## src/biq_defines.svh

```systemverilog
`ifndef BIQ_DEFINES_SVH
`define BIQ_DEFINES_SVH

// ========================================
// queue geometry
// ========================================
`define BIQ_DEPTH     4
`define BIQ_PTR_W     2
`define BIQ_CNT_W     3

// ========================================
// instruction fields
// ========================================
`define BIQ_IID_W     5
`define BIQ_PREG_W    6
`define BIQ_XLEN      64
`define BIQ_OPC_W     7
`define BIQ_F7_W      7
`define BIQ_F3_W      3
`define BIQ_PIPE_W    5
`define BIQ_PIPE_BIT  2      // branch pipe in the one-hot pipe select.
`define BIQ_WAKE_NUM  4      // alu issue fwd, alu result, mul result, lsu result.

`endif
```

## src/biq_pkg.sv

```systemverilog
`include "biq_defines.svh"

package biq_pkg;

    // instruction fields.
    typedef logic [`BIQ_IID_W-1:0]    iid_t;
    typedef logic [`BIQ_PREG_W-1:0]   preg_t;
    typedef logic [`BIQ_OPC_W-1:0]    opcode_t;
    typedef logic [`BIQ_F7_W-1:0]     funct7_t;
    typedef logic [`BIQ_F3_W-1:0]     funct3_t;
    typedef logic [`BIQ_XLEN-1:0]     xlen_t;
    typedef logic [`BIQ_PIPE_W-1:0]   pipe_t;

    // queue bookkeeping.
    typedef logic [`BIQ_PTR_W-1:0]    biq_ptr_t;
    typedef logic [`BIQ_CNT_W-1:0]    biq_cnt_t;
    typedef logic [`BIQ_DEPTH-1:0]    entry_mask_t;

    // ========================================
    // wake bus
    // ========================================
    typedef logic [`BIQ_WAKE_NUM-1:0] wake_vld_t;
    typedef preg_t [`BIQ_WAKE_NUM-1:0] wake_preg_t;   // one tag per wake source.

endpackage

```

## src/biq_top.sv

```systemverilog
`timescale 1ns/100ps
`include "biq_defines.svh"

module biq_top (
    input  logic                 clk,
    input  logic                 rst_clk,
    input  logic                 global_flush,
    input  logic                 dispatch_stall,
    input  logic                 in_vld,
    input  biq_pkg::pipe_t       in_pipe,
    input  biq_pkg::iid_t        in_iid,
    input  biq_pkg::opcode_t     in_opcode,
    input  biq_pkg::funct7_t     in_funct7,
    input  biq_pkg::funct3_t     in_funct3,
    input  biq_pkg::xlen_t       in_pc,
    input  logic                 in_psrc1_vld,
    input  logic                 in_psrc1_ready,
    input  biq_pkg::preg_t       in_psrc1,
    input  logic                 in_psrc2_vld,
    input  logic                 in_psrc2_ready,
    input  biq_pkg::preg_t       in_psrc2,
    input  logic                 in_pdst_vld,
    input  biq_pkg::preg_t       in_pdst,
    input  logic                 in_imm_vld,
    input  biq_pkg::xlen_t       in_imm,
    input  biq_pkg::wake_vld_t   wake_vld,
    input  biq_pkg::wake_preg_t  wake_preg,
    output logic                 biq_stall,
    output logic                 biq_vld,
    output biq_pkg::iid_t        biq_iid,
    output biq_pkg::opcode_t     biq_opcode,
    output biq_pkg::funct7_t     biq_funct7,
    output biq_pkg::funct3_t     biq_funct3,
    output biq_pkg::xlen_t       biq_pc,
    output logic                 biq_psrc1_vld,
    output biq_pkg::preg_t       biq_psrc1,
    output logic                 biq_psrc2_vld,
    output biq_pkg::preg_t       biq_psrc2,
    output logic                 biq_pdst_vld,
    output biq_pkg::preg_t       biq_pdst,
    output logic                 biq_imm_vld,
    output biq_pkg::xlen_t       biq_imm
);

    import biq_pkg::*;

    entry_mask_t                  create_sel;
    entry_mask_t                  issue_sel;
    entry_mask_t                  entry_ready;
    entry_mask_t                  entry_psrc1_vld;
    entry_mask_t                  entry_psrc2_vld;
    entry_mask_t                  entry_pdst_vld;
    entry_mask_t                  entry_imm_vld;
    iid_t    [`BIQ_DEPTH-1:0]     entry_iid;
    opcode_t [`BIQ_DEPTH-1:0]     entry_opcode;
    funct7_t [`BIQ_DEPTH-1:0]     entry_funct7;
    funct3_t [`BIQ_DEPTH-1:0]     entry_funct3;
    xlen_t   [`BIQ_DEPTH-1:0]     entry_pc;
    preg_t   [`BIQ_DEPTH-1:0]     entry_psrc1;
    preg_t   [`BIQ_DEPTH-1:0]     entry_psrc2;
    preg_t   [`BIQ_DEPTH-1:0]     entry_pdst;
    xlen_t   [`BIQ_DEPTH-1:0]     entry_imm;

    // ========================================
    // control
    // ========================================
    biq_ctrl u_ctrl (
        .clk            (clk),
        .rst_clk        (rst_clk),
        .global_flush   (global_flush),
        .in_vld         (in_vld),
        .in_pipe        (in_pipe),
        .dispatch_stall (dispatch_stall),
        .entry_ready    (entry_ready),
        .create_sel     (create_sel),
        .issue_sel      (issue_sel),
        .biq_vld        (biq_vld),
        .biq_stall      (biq_stall)
    );

    // ========================================
    // entries
    // ========================================
    // dispatch fields and the wake bus reach every entry by name.
    biq_entry u_entry0 (
        .create    (create_sel[0]),
        .issue     (issue_sel[0]),
        .vld       (),                    // occupancy is tracked by the controller count.
        .ready     (entry_ready[0]),
        .iid       (entry_iid[0]),
        .opcode    (entry_opcode[0]),
        .funct7    (entry_funct7[0]),
        .funct3    (entry_funct3[0]),
        .pc        (entry_pc[0]),
        .psrc1_vld (entry_psrc1_vld[0]),
        .psrc1     (entry_psrc1[0]),
        .psrc2_vld (entry_psrc2_vld[0]),
        .psrc2     (entry_psrc2[0]),
        .pdst_vld  (entry_pdst_vld[0]),
        .pdst      (entry_pdst[0]),
        .imm_vld   (entry_imm_vld[0]),
        .imm       (entry_imm[0]),
        .*
    );

    biq_entry u_entry1 (
        .create    (create_sel[1]),
        .issue     (issue_sel[1]),
        .vld       (),
        .ready     (entry_ready[1]),
        .iid       (entry_iid[1]),
        .opcode    (entry_opcode[1]),
        .funct7    (entry_funct7[1]),
        .funct3    (entry_funct3[1]),
        .pc        (entry_pc[1]),
        .psrc1_vld (entry_psrc1_vld[1]),
        .psrc1     (entry_psrc1[1]),
        .psrc2_vld (entry_psrc2_vld[1]),
        .psrc2     (entry_psrc2[1]),
        .pdst_vld  (entry_pdst_vld[1]),
        .pdst      (entry_pdst[1]),
        .imm_vld   (entry_imm_vld[1]),
        .imm       (entry_imm[1]),
        .*
    );

    biq_entry u_entry2 (
        .create    (create_sel[2]),
        .issue     (issue_sel[2]),
        .vld       (),
        .ready     (entry_ready[2]),
        .iid       (entry_iid[2]),
        .opcode    (entry_opcode[2]),
        .funct7    (entry_funct7[2]),
        .funct3    (entry_funct3[2]),
        .pc        (entry_pc[2]),
        .psrc1_vld (entry_psrc1_vld[2]),
        .psrc1     (entry_psrc1[2]),
        .psrc2_vld (entry_psrc2_vld[2]),
        .psrc2     (entry_psrc2[2]),
        .pdst_vld  (entry_pdst_vld[2]),
        .pdst      (entry_pdst[2]),
        .imm_vld   (entry_imm_vld[2]),
        .imm       (entry_imm[2]),
        .*
    );

    biq_entry u_entry3 (
        .create    (create_sel[3]),
        .issue     (issue_sel[3]),
        .vld       (),
        .ready     (entry_ready[3]),
        .iid       (entry_iid[3]),
        .opcode    (entry_opcode[3]),
        .funct7    (entry_funct7[3]),
        .funct3    (entry_funct3[3]),
        .pc        (entry_pc[3]),
        .psrc1_vld (entry_psrc1_vld[3]),
        .psrc1     (entry_psrc1[3]),
        .psrc2_vld (entry_psrc2_vld[3]),
        .psrc2     (entry_psrc2[3]),
        .pdst_vld  (entry_pdst_vld[3]),
        .pdst      (entry_pdst[3]),
        .imm_vld   (entry_imm_vld[3]),
        .imm       (entry_imm[3]),
        .*
    );

    // head entry fields onto the biq_* outputs.
    biq_issue_sel u_sel (
        .*
    );

endmodule

```

## src/biq_issue_sel.sv

```systemverilog
`timescale 1ns/100ps
`include "biq_defines.svh"

module biq_issue_sel (
    input  biq_pkg::entry_mask_t                  issue_sel,
    input  biq_pkg::iid_t    [`BIQ_DEPTH-1:0]     entry_iid,
    input  biq_pkg::opcode_t [`BIQ_DEPTH-1:0]     entry_opcode,
    input  biq_pkg::funct7_t [`BIQ_DEPTH-1:0]     entry_funct7,
    input  biq_pkg::funct3_t [`BIQ_DEPTH-1:0]     entry_funct3,
    input  biq_pkg::xlen_t   [`BIQ_DEPTH-1:0]     entry_pc,
    input  biq_pkg::entry_mask_t                  entry_psrc1_vld,
    input  biq_pkg::preg_t   [`BIQ_DEPTH-1:0]     entry_psrc1,
    input  biq_pkg::entry_mask_t                  entry_psrc2_vld,
    input  biq_pkg::preg_t   [`BIQ_DEPTH-1:0]     entry_psrc2,
    input  biq_pkg::entry_mask_t                  entry_pdst_vld,
    input  biq_pkg::preg_t   [`BIQ_DEPTH-1:0]     entry_pdst,
    input  biq_pkg::entry_mask_t                  entry_imm_vld,
    input  biq_pkg::xlen_t   [`BIQ_DEPTH-1:0]     entry_imm,
    output biq_pkg::iid_t                         biq_iid,
    output biq_pkg::opcode_t                      biq_opcode,
    output biq_pkg::funct7_t                      biq_funct7,
    output biq_pkg::funct3_t                      biq_funct3,
    output biq_pkg::xlen_t                        biq_pc,
    output logic                                  biq_psrc1_vld,
    output biq_pkg::preg_t                        biq_psrc1,
    output logic                                  biq_psrc2_vld,
    output biq_pkg::preg_t                        biq_psrc2,
    output logic                                  biq_pdst_vld,
    output biq_pkg::preg_t                        biq_pdst,
    output logic                                  biq_imm_vld,
    output biq_pkg::xlen_t                        biq_imm
);

    import biq_pkg::*;

    // one-hot select, so all outputs are zero when nothing issues.
    always_comb
    begin
        biq_iid    = '0;
        biq_opcode = '0;
        biq_funct7 = '0;
        biq_funct3 = '0;
        biq_pc     = '0;
        biq_psrc1  = '0;
        biq_psrc2  = '0;
        biq_pdst   = '0;
        biq_imm    = '0;
        for (int i = 0; i < `BIQ_DEPTH; i++)
        begin
            biq_iid    = biq_iid    | (entry_iid[i]    & {$bits(iid_t){issue_sel[i]}});
            biq_opcode = biq_opcode | (entry_opcode[i] & {$bits(opcode_t){issue_sel[i]}});
            biq_funct7 = biq_funct7 | (entry_funct7[i] & {$bits(funct7_t){issue_sel[i]}});
            biq_funct3 = biq_funct3 | (entry_funct3[i] & {$bits(funct3_t){issue_sel[i]}});
            biq_pc     = biq_pc     | (entry_pc[i]     & {$bits(xlen_t){issue_sel[i]}});
            biq_psrc1  = biq_psrc1  | (entry_psrc1[i]  & {$bits(preg_t){issue_sel[i]}});
            biq_psrc2  = biq_psrc2  | (entry_psrc2[i]  & {$bits(preg_t){issue_sel[i]}});
            biq_pdst   = biq_pdst   | (entry_pdst[i]   & {$bits(preg_t){issue_sel[i]}});
            biq_imm    = biq_imm    | (entry_imm[i]    & {$bits(xlen_t){issue_sel[i]}});
        end
    end

    assign biq_psrc1_vld = |(entry_psrc1_vld & issue_sel);
    assign biq_psrc2_vld = |(entry_psrc2_vld & issue_sel);
    assign biq_pdst_vld  = |(entry_pdst_vld & issue_sel);
    assign biq_imm_vld   = |(entry_imm_vld & issue_sel);

endmodule

```

## src/biq_ctrl.sv

```systemverilog
`timescale 1ns/100ps
`include "biq_defines.svh"

module biq_ctrl (
    input  logic                 clk,
    input  logic                 rst_clk,
    input  logic                 global_flush,
    input  logic                 in_vld,
    input  biq_pkg::pipe_t       in_pipe,
    input  logic                 dispatch_stall,
    input  biq_pkg::entry_mask_t entry_ready,
    output biq_pkg::entry_mask_t create_sel,
    output biq_pkg::entry_mask_t issue_sel,
    output logic                 biq_vld,
    output logic                 biq_stall
);

    import biq_pkg::*;

    biq_ptr_t head_ptr;
    biq_ptr_t tail_ptr;
    biq_cnt_t cnt;
    logic     create_vld;

    // ========================================
    // create and issue selects
    // ========================================
    // a full queue refuses a create even if the head issues this cycle.
    assign create_vld = in_vld & in_pipe[`BIQ_PIPE_BIT] & ~dispatch_stall & ~biq_stall;

    assign create_sel = {`BIQ_DEPTH{create_vld}} & (entry_mask_t'(1) << tail_ptr);
    assign issue_sel  = entry_ready & (entry_mask_t'(1) << head_ptr);   // only the head may go.

    assign biq_vld   = |issue_sel;
    assign biq_stall = (cnt == biq_cnt_t'(`BIQ_DEPTH));

    // ========================================
    // pointers and count
    // ========================================
    always_ff @(posedge clk or negedge rst_clk)
    begin
        if (!rst_clk)
        begin
            head_ptr <= '0;
            tail_ptr <= '0;
        end
        else if (global_flush)
        begin
            head_ptr <= '0;
            tail_ptr <= '0;
        end
        else
        begin
            if (biq_vld)
                head_ptr <= head_ptr + 1'b1;     // wraps at the depth.
            if (create_vld)
                tail_ptr <= tail_ptr + 1'b1;
        end
    end

    always_ff @(posedge clk or negedge rst_clk)
    begin
        if (!rst_clk)
            cnt <= '0;
        else if (global_flush)
            cnt <= '0;
        else
        begin
            case ({create_vld, biq_vld})
                2'b10:   cnt <= cnt + 1'b1;
                2'b01:   cnt <= cnt - 1'b1;
                default: cnt <= cnt;             // both or neither.
            endcase
        end
    end

endmodule

```

## src/biq_entry.sv

```systemverilog
`timescale 1ns/100ps
`include "biq_defines.svh"

module biq_entry (
    input  logic                 clk,
    input  logic                 rst_clk,
    input  logic                 global_flush,
    input  logic                 create,
    input  logic                 issue,
    input  biq_pkg::iid_t        in_iid,
    input  biq_pkg::opcode_t     in_opcode,
    input  biq_pkg::funct7_t     in_funct7,
    input  biq_pkg::funct3_t     in_funct3,
    input  biq_pkg::xlen_t       in_pc,
    input  logic                 in_psrc1_vld,
    input  logic                 in_psrc1_ready,
    input  biq_pkg::preg_t       in_psrc1,
    input  logic                 in_psrc2_vld,
    input  logic                 in_psrc2_ready,
    input  biq_pkg::preg_t       in_psrc2,
    input  logic                 in_pdst_vld,
    input  biq_pkg::preg_t       in_pdst,
    input  logic                 in_imm_vld,
    input  biq_pkg::xlen_t       in_imm,
    input  biq_pkg::wake_vld_t   wake_vld,
    input  biq_pkg::wake_preg_t  wake_preg,
    output logic                 vld,
    output logic                 ready,
    output biq_pkg::iid_t        iid,
    output biq_pkg::opcode_t     opcode,
    output biq_pkg::funct7_t     funct7,
    output biq_pkg::funct3_t     funct3,
    output biq_pkg::xlen_t       pc,
    output logic                 psrc1_vld,
    output biq_pkg::preg_t       psrc1,
    output logic                 psrc2_vld,
    output biq_pkg::preg_t       psrc2,
    output logic                 pdst_vld,
    output biq_pkg::preg_t       pdst,
    output logic                 imm_vld,
    output biq_pkg::xlen_t       imm
);

    logic psrc1_rdy;
    logic psrc2_rdy;
    logic wake_hit1;
    logic wake_hit2;

    // ========================================
    // wake tag compare
    // ========================================
    // in the create cycle the incoming tags are compared.
    always_comb
    begin
        wake_hit1 = 1'b0;
        wake_hit2 = 1'b0;
        for (int i = 0; i < `BIQ_WAKE_NUM; i++)
        begin
            if (wake_vld[i] && (wake_preg[i] == (create ? in_psrc1 : psrc1)))
                wake_hit1 = 1'b1;
            if (wake_vld[i] && (wake_preg[i] == (create ? in_psrc2 : psrc2)))
                wake_hit2 = 1'b1;
        end
    end

    always_ff @(posedge clk or negedge rst_clk)
    begin
        if (!rst_clk)
        begin
            vld       <= 1'b0;
            psrc1_rdy <= 1'b0;
            psrc2_rdy <= 1'b0;
        end
        else if (global_flush)
        begin
            vld       <= 1'b0;
            psrc1_rdy <= 1'b0;
            psrc2_rdy <= 1'b0;
        end
        else if (create)
        begin
            vld       <= 1'b1;
            psrc1_rdy <= ~in_psrc1_vld | in_psrc1_ready | wake_hit1;   // unused source is ready.
            psrc2_rdy <= ~in_psrc2_vld | in_psrc2_ready | wake_hit2;
        end
        else if (issue)
            vld <= 1'b0;
        else
        begin
            psrc1_rdy <= psrc1_rdy | wake_hit1;
            psrc2_rdy <= psrc2_rdy | wake_hit2;
        end
    end

    // ========================================
    // payload
    // ========================================
    always_ff @(posedge clk)
    begin
        if (create)
        begin
            iid       <= in_iid;
            opcode    <= in_opcode;
            funct7    <= in_funct7;
            funct3    <= in_funct3;
            pc        <= in_pc;
            psrc1_vld <= in_psrc1_vld;
            psrc1     <= in_psrc1;
            psrc2_vld <= in_psrc2_vld;
            psrc2     <= in_psrc2;
            pdst_vld  <= in_pdst_vld;
            pdst      <= in_pdst;
            imm_vld   <= in_imm_vld;
            imm       <= in_imm;
        end
    end

    assign ready = vld & psrc1_rdy & psrc2_rdy;

endmodule

```

## config.mk

```make
export PLATFORM = sky130hd
export DESIGN_NAME = biq_top
export DESIGN_NICKNAME = d
export VERILOG_FILES = /design/src/biq_pkg.sv /design/src/biq_top.sv /design/src/biq_issue_sel.sv /design/src/biq_ctrl.sv /design/src/biq_entry.sv
export VERILOG_INCLUDE_DIRS = /design/src
export SDC_FILE = /design/constraint.sdc
export NUM_CORES = 1
export LEC_CHECK = 0
export BUFFER_PORTS_ARGS = -buffer_cell sky130_fd_sc_hd__buf_2
export CAP_MARGIN = 20
export CELL_PAD_IN_SITES_DETAIL_PLACEMENT = 1
export CELL_PAD_IN_SITES_GLOBAL_PLACEMENT = 2
export CORE_MARGIN = 4
export CORE_UTILIZATION = 41
export DETAILED_ROUTE_END_ITERATION = 8
export PLACE_DENSITY_LB_ADDON = 0.1
export SETUP_SLACK_MARGIN = 0.3
export SYNTH_ARGS = -nofsm -noshare
export SYNTH_HDL_FRONTEND = slang
export SYNTH_SLANG_ARGS = --single-unit
```

## constraint.sdc

```tcl
create_clock -name clk -period 8.12 [get_ports clk]
set_input_delay 1.218 -clock clk [delete_from_list [all_inputs] [get_ports clk]]
set_output_delay 1.218 -clock clk [all_outputs]
set_load 0.02 [all_outputs]
```

Yosys cells after proc, flatten, opt, wreduce, memory -nomap -nowiden:

Index checks and enable logic that the tools add are counted.

* reduce and logical (&&, ||, !) cells: 44
* equal/unequal tests: 39
* muxes and demuxes: 82
* $add $sub $neg: 4
* bitwise logic cells: 102
* shift operators: 2

Operators with widths (count)
* $and 64x64->64: 8
* $or 64x64->64: 6
* $eq 6x6->1: 32
* $and 6x6->6: 12
* $mux 1: 68
* $and 7x7->7: 8
* $or 6x6->6: 9
* $mux 6: 8
* $or 7x7->7: 6
* $logic_and 1x1->1: 32
* $and 4x4->4: 6
* $and 5x5->5: 4
* $reduce_or 4->1: 5
* $or 1x1->1: 18
* $or 5x5->5: 3
* $reduce_bool 3->1: 5
* $and 3x3->3: 4
* $ne 3x3->1 const B: 4
* $and 1x1->1: 11
* $or 3x3->3: 3
* $mux 2: 4
* $shl 1x2->4 const A: 2
* $pmux 3 s2: 1
* $add 2x1->2 const B: 2
* 8 further kinds: 12

* register bits after elaboration: 707
* input bits: 212

Longest topological paths before layout:

* depth after elaboration: 15
* mapped depth: 11
* gate-level depth less buffers: 9

By module:

From an unflattened synthesis, not the netlist that was laid out.

* cells, all modules: 1779
* area total of the unflattened synthesis: 28980.3 um^2

Modules (own cells, without submodules)
* biq_entry: area each 6022.0 um^2, seq. area each 5119.9 um^2, cells an instance 280, times used 4
* biq_issue_sel: area each 4269.1 um^2, seq. area each 0.0 um^2, cells an instance 592, times used 1
* biq_ctrl: area each 623.1 um^2, seq. area each 175.2 um^2, cells an instance 67, times used 1

Worst setup path before layout:

Ideal clock, no wire load.

* kind: input to register
* start: in dispatch_stall
* end: reg u_entry1.psrc1_rdy
* data arrival time: 7873 ps
* data required time: 7978 ps
* setup time: 142 ps
* setup slack: 105 ps
* stages: 11
* path through: and3b_1 > clkbuf_1 > nand3_2 > inv_2 > buf_2 > buf_1 > o21ai_0 > a21oi_1 > a311oi_1 > a211oi_1 > a41oi_1

* cells in the longest elaborated chain, start to end: 15
* elaborated cells between the ends (all ways): 23

Ends and longest elaborated chain
* from (decl): line biq_top.sv:8 `input logic dispatch_stall,`
* $not 1->1 *: line biq_ctrl.sv:29 `` assign create_vld = in_vld & in_pipe[`BIQ_PIPE_BIT] & ~dispatch_stall & ~biq_stall; ``
* $and 1x1->1 * (2 in a row): line biq_ctrl.sv:29
* $and 4x4->4 *: line biq_ctrl.sv:31 `` assign create_sel = {`BIQ_DEPTH{create_vld}} & (entry_mask_t'(1) << tail_ptr); ``
* via u_entry1.create: line biq_entry.sv:8 `input logic create,`
* $mux 6: line biq_entry.sv:59 `if (wake_vld[i] && (wake_preg[i] == (create ? in_psrc1 : psrc1)))`
* $eq 6x6->1: line biq_entry.sv:59
* $logic_and 1x1->1: line biq_entry.sv:59
* $mux 1 (4 in a row): line biq_entry.sv:59
* $or 1x1->1: line biq_entry.sv:90 `psrc1_rdy <= psrc1_rdy | wake_hit1;`
* $mux 1: line biq_entry.sv:86 `else if (issue)`
* $mux 1: line biq_entry.sv:80 `else if (create)`
* $mux 1: line biq_entry.sv:74 `else if (global_flush)`
* to (signal assigned): line biq_entry.sv:83 `psrc1_rdy <= ~in_psrc1_vld | in_psrc1_ready | wake_hit1;`
* to (signal assigned): line biq_entry.sv:90
* to (decl): line biq_entry.sv:44 `logic psrc1_rdy;`

The timed path passes the listed nets; every way through them passes the cells marked *. The select of a mux whose other input is x is not followed.
A chain may end at the register's enable or synchronous reset.

Worst setup path after layout:

* start: reg u_ctrl.head_ptr[0]
* end: out biq_psrc2[4]

* cells in the longest elaborated chain, start to end: 6
* elaborated cells between the ends (all ways): 9

Ends and longest elaborated chain
* from (decl): line biq_ctrl.sv:20 `biq_ptr_t head_ptr;`
* from (signal assigned): line biq_ctrl.sv:55 `head_ptr <= head_ptr + 1'b1;`
* $shl 1x2->4 *: line biq_ctrl.sv:32 `assign issue_sel = entry_ready & (entry_mask_t'(1) << head_ptr);`
* $and 4x4->4 *: line biq_ctrl.sv:32
* $and 6x6->6: line biq_issue_sel.sv:56 `biq_psrc2 = biq_psrc2 | (entry_psrc2[i] & {$bits(preg_t){issue_sel[i]}});`
* $or 6x6->6 (2 in a row): line biq_issue_sel.sv:56
* $or 6x6->6 *: line biq_issue_sel.sv:56
* to (decl): line biq_top.sv:38 `output biq_pkg::preg_t biq_psrc2,`

Every way passes the cells marked *; elsewhere a longest branch is shown, timed or not.

==> key figures <==
Pwr
  – Sw Ratio: roughly 23%
  – Peak supply drop: about 0.00025 V
  – Leak: about 13 nW
  – Clock Power Share: between 40% and 50%
  – Internal: 0.00621 W
  – Combinational power share: 5.7%
  – Flop pwr share: between 50% and 60%
  – Switching power total: ~0.0018 W
  – PwrDens: 234 mW/mm^2

Global routing
  – Global Route met1 Usage: 30.1%
  – GR peak layer: met2
  – First-pass GRT wire length: between 100000 and 150000 microns
  – Met2 Use GR: 38.0%
  – Vias in the first global route: 19787
  – Routing usage on met3: 7.55%
  – Largest net degree at the start of global routing: ~110
  – Antenna violations before repair: 28
  – Global Route Usage Sum: 23.6%
  – Congestion Overflow GR: 0

Logic synthesis
  – Number of synthesized flops with an enable pin: 640
  – Main combinational cell family by area after synthesis: compound AO/OA/AOI/OAI gates
  – Synth unique cells: 68
  – Top_reg_cell synth: edfxtp_1
  – Synth Area in Compound Gates: 13.0%
  – Yosys Warn Count: 0
  – Post-Synth Simple-Gate Area: around 5.6%
  – Mux share of post-synthesis cell area: around 1.6%
  – Post-synthesis register bit count: between 700 and 800
  – Synthesized netlist cell count: 2026
  – Xor/xnor share of the synthesized area: a little over 5%
  – Seq/Total Area, Yosys: a little under three quarters
  – Cell taking the most area after synthesis: edfxtp_1
  – Share of the synthesized area in the top cell type: roughly two thirds
  – Synth top cells by count: edfxtp_1, a22oi_1, nand2_1, clkbuf_1, xnor2_1
  – Post-synthesis cell area: 0.0290 sq mm
  – Post-Syn Nets: 2247
  – Synth Area in Adders: less than 1%
  – Syn Area/Cell: around 14 sq um
  – Most common cell in the netlist: edfxtp_1
  – Post-synth ARST share: 2.69%
  – Ranking of synthesized cells by area: edfxtp_1, a22oi_1, xnor2_1

Critical path
  – RR Startpoint: u_ctrl.cnt[2]
  – Req. time, crit path: 6900 ps
  – Critical Path AT: about 3700 ps
  – Peak fanout along the critical path: 71
  – FF-to-FF setup slack: slightly above 4000 ps
  – Slowest cell on the critical path: buf_4
  – Crit path cell chain: inv_1 -> ha_1 -> and4_4 -> buf_4 -> a22oi_1 -> nand2_1 -> buf_2
  – CP Class: register to primary output
  – Reg2Reg Depth: 9
  – Crit path capture type: primary output
  – Crit Reg-Reg Endpoint: u_entry1.psrc2_rdy
  – Crit. Startpoint: u_ctrl.head_ptr[0]
  – Slowest stage delay, CP: between 800 and 900 ps
  – CP startpoint kind: register

Layout
  – Area grow syn2layout: 17.9%
  – Final nets: 2578
  – Share of layout cells above drive strength 1: between 20% and 30%
  – Cell area after layout: 0.0342 sq mm

Timing
  – Worst Skew: 17.8 ps
  – Final period util: between 60% and 70%
  – RSZ-0062 raised after global routing: false
  – Setup_tns: 0 ps
  – Worst rel slew slack: between 20% and 30%
  – Fin Hold WS: around 550 ps
  – Minimum clock period: 4880 ps
  – Final slew viol count: 0
  – Worst-Margin Slew: about 1100 ps
  – Setup ws final: 3240 ps
  – Final count of hold timing violations: 0
  – F_max: between 200 and 250 MHz
  – Final setup vio count: 0

Clocking
  – Worst-case clock buffer depth: 3
  – Clock transition at path regs: roughly 60 ps
  – # hold bufs at CTS: 0
  – H-tree depth: 3
  – CTS resizes: 0
  – Clk_lat worst skew: a little over 600 ps
  – Clk sinks: around 700
  – Clock root cell: clkbuf_16
  – TritonCTS buffer count: slightly below 80
  – Setup Buffers After CTS: 0
  – CTS tree: yes

Worst hold path
  – Hold Path Class: register to register
  – Hold Startpoint: u_entry0.vld
  – Hold path depth: 2
  – Hold Path Sink: u_entry0.vld

Floorplan
  – Chip height: 274 microns
  – Core Area: around 0.07 sq mm
  – Die area: 0.0751 sq mm
  – # IOs: roughly 390
  – FP Rows: 97
  – Initial core utilization: between 40% and 50%
  – Die X: 274 microns

Routing
  – DRC viols: 0
  – Vias/cell: between 5 and 6
  – WL/cell: 26.8 microns
  – Pre-antenna DRT Iters: 6
  – DRT iter0 DRCs: ~1600
  – Antenna-violating nets left: 0
  – DRT Wirelength: ~91000 microns
  – Via Count: 19029

Placement
  – Port Buffers: around 380
  – Routability cong.: 0.888
  – Dpl ws: approximately 3100 ps
  – Placed inst area: around 0.032 sq mm
  – Hpwl dp: between 50000 and 60000 microns

Status
  – Status: completed

Job
  – Max-cap violations: 0
## flip-flops by register name (all words and copies together), names as in the netlist, 64 cells and up
name	cells
u_entry0.imm	64
u_entry2.pc	64
u_entry3.pc	64
u_entry0.pc	64
u_entry1.pc	64
u_entry1.imm	64
u_entry2.imm	64
u_entry3.imm	64
## routing by layer
metal	wire length [microns]	share of wire [%]
met1	36500	40
met2	43500	48
met3	7400	8.2
met4	3000	3.3
met5	138	0.15
## how the worst max path moves through the flow
| stage | end | slack, ps |
|---|---|---|
| floorplan | u_entry2.psrc2_rdy | 320 |
| global placement | u_entry1.psrc2_rdy | 3130 |
| detailed placement | u_entry1.psrc2_rdy | 3140 |
| CTS | biq_psrc2[0] | 3120 |
| global route | biq_pc[31] | 2980 |
| finish | biq_psrc2[4] | 3240 |
## logic make-up after synthesis
logic type	after synthesis
flops	707
compound gates	516
simple gates	355
buf+inv	232
xor+xnor	167
mux	40
fa+ha+maj	9
## power by group through the flow
stage          clock (W)  sequential (W)  combinational [W]
5_1_grt          0.00369         0.00412           0.000498
3_3_place_gp           0         0.00419           0.000438
6_report         0.00344         0.00412           0.000456
3_5_place_dp           0         0.00419           0.000451
2_1_floorplan          0         0.00416           0.000288
4_1_cts          0.00352         0.00412           0.000453
## through the flow
step	utilization (%)	power, W	instances
floorplan	-	0.00444	2026
global placement	45.2	0.00463	3217
detailed placement	45.2	0.00464	3217
CTS	48.7	0.00809	3360
global route	48.7	0.00831	3368
finish	48.8	0.00802	3373
## critical path, delay by kind of cell, from the launching register on
family,cells,cell delay (ps)
AOI/OAI and AO/OA,1,260
adders and majority gates,1,160
buffers and inverters,3,1180
DFF,1,400
and+or+nand+nor,2,890
## area by class of cell
type                            count  area (sq um)
Fill cell                        7156         35900
Timing Repair Buffer              402          2060
Sequential cell                   707         20700
Clock inverter                     47           437
Clock buffer                       96          2050
Antenna cell                       13          32.5
Inverter                           81           327
Tap cell                          940          1180
Multi-Input combinational cell   1087          7460
## layout by cell type (no fill, tap or decap), types with 9 or more instances in the layout
master	Yosys	layout
edfxtp_1	640	640
buf_2	5	381
a22oi_1	345	345
nand2_1	212	212
xnor2_1	113	113
clkbuf_16	0	78
inv_1	74	74
xor2_1	54	54
dfxtp_1	48	48
a21oi_1	35	35
nor2_1	31	31
mux2i_1	28	28
o21ai_0	28	28
nor4_1	21	21
buf_4	0	21
clkinv_1	3	20
dfrtp_1	19	19
o2111ai_1	15	15
clkbuf_1	127	15
diode_2	0	13
nor2b_1	13	13
nor3_1	13	13
clkinv_2	0	13
nand3_1	12	12
a211oi_1	12	12
a31oi_1	12	12
nand2b_1	11	11
o22ai_1	11	11
a2111oi_0	11	11
nand4_1	9	9
Note: power is estimated with default switching activity, not from simulation.
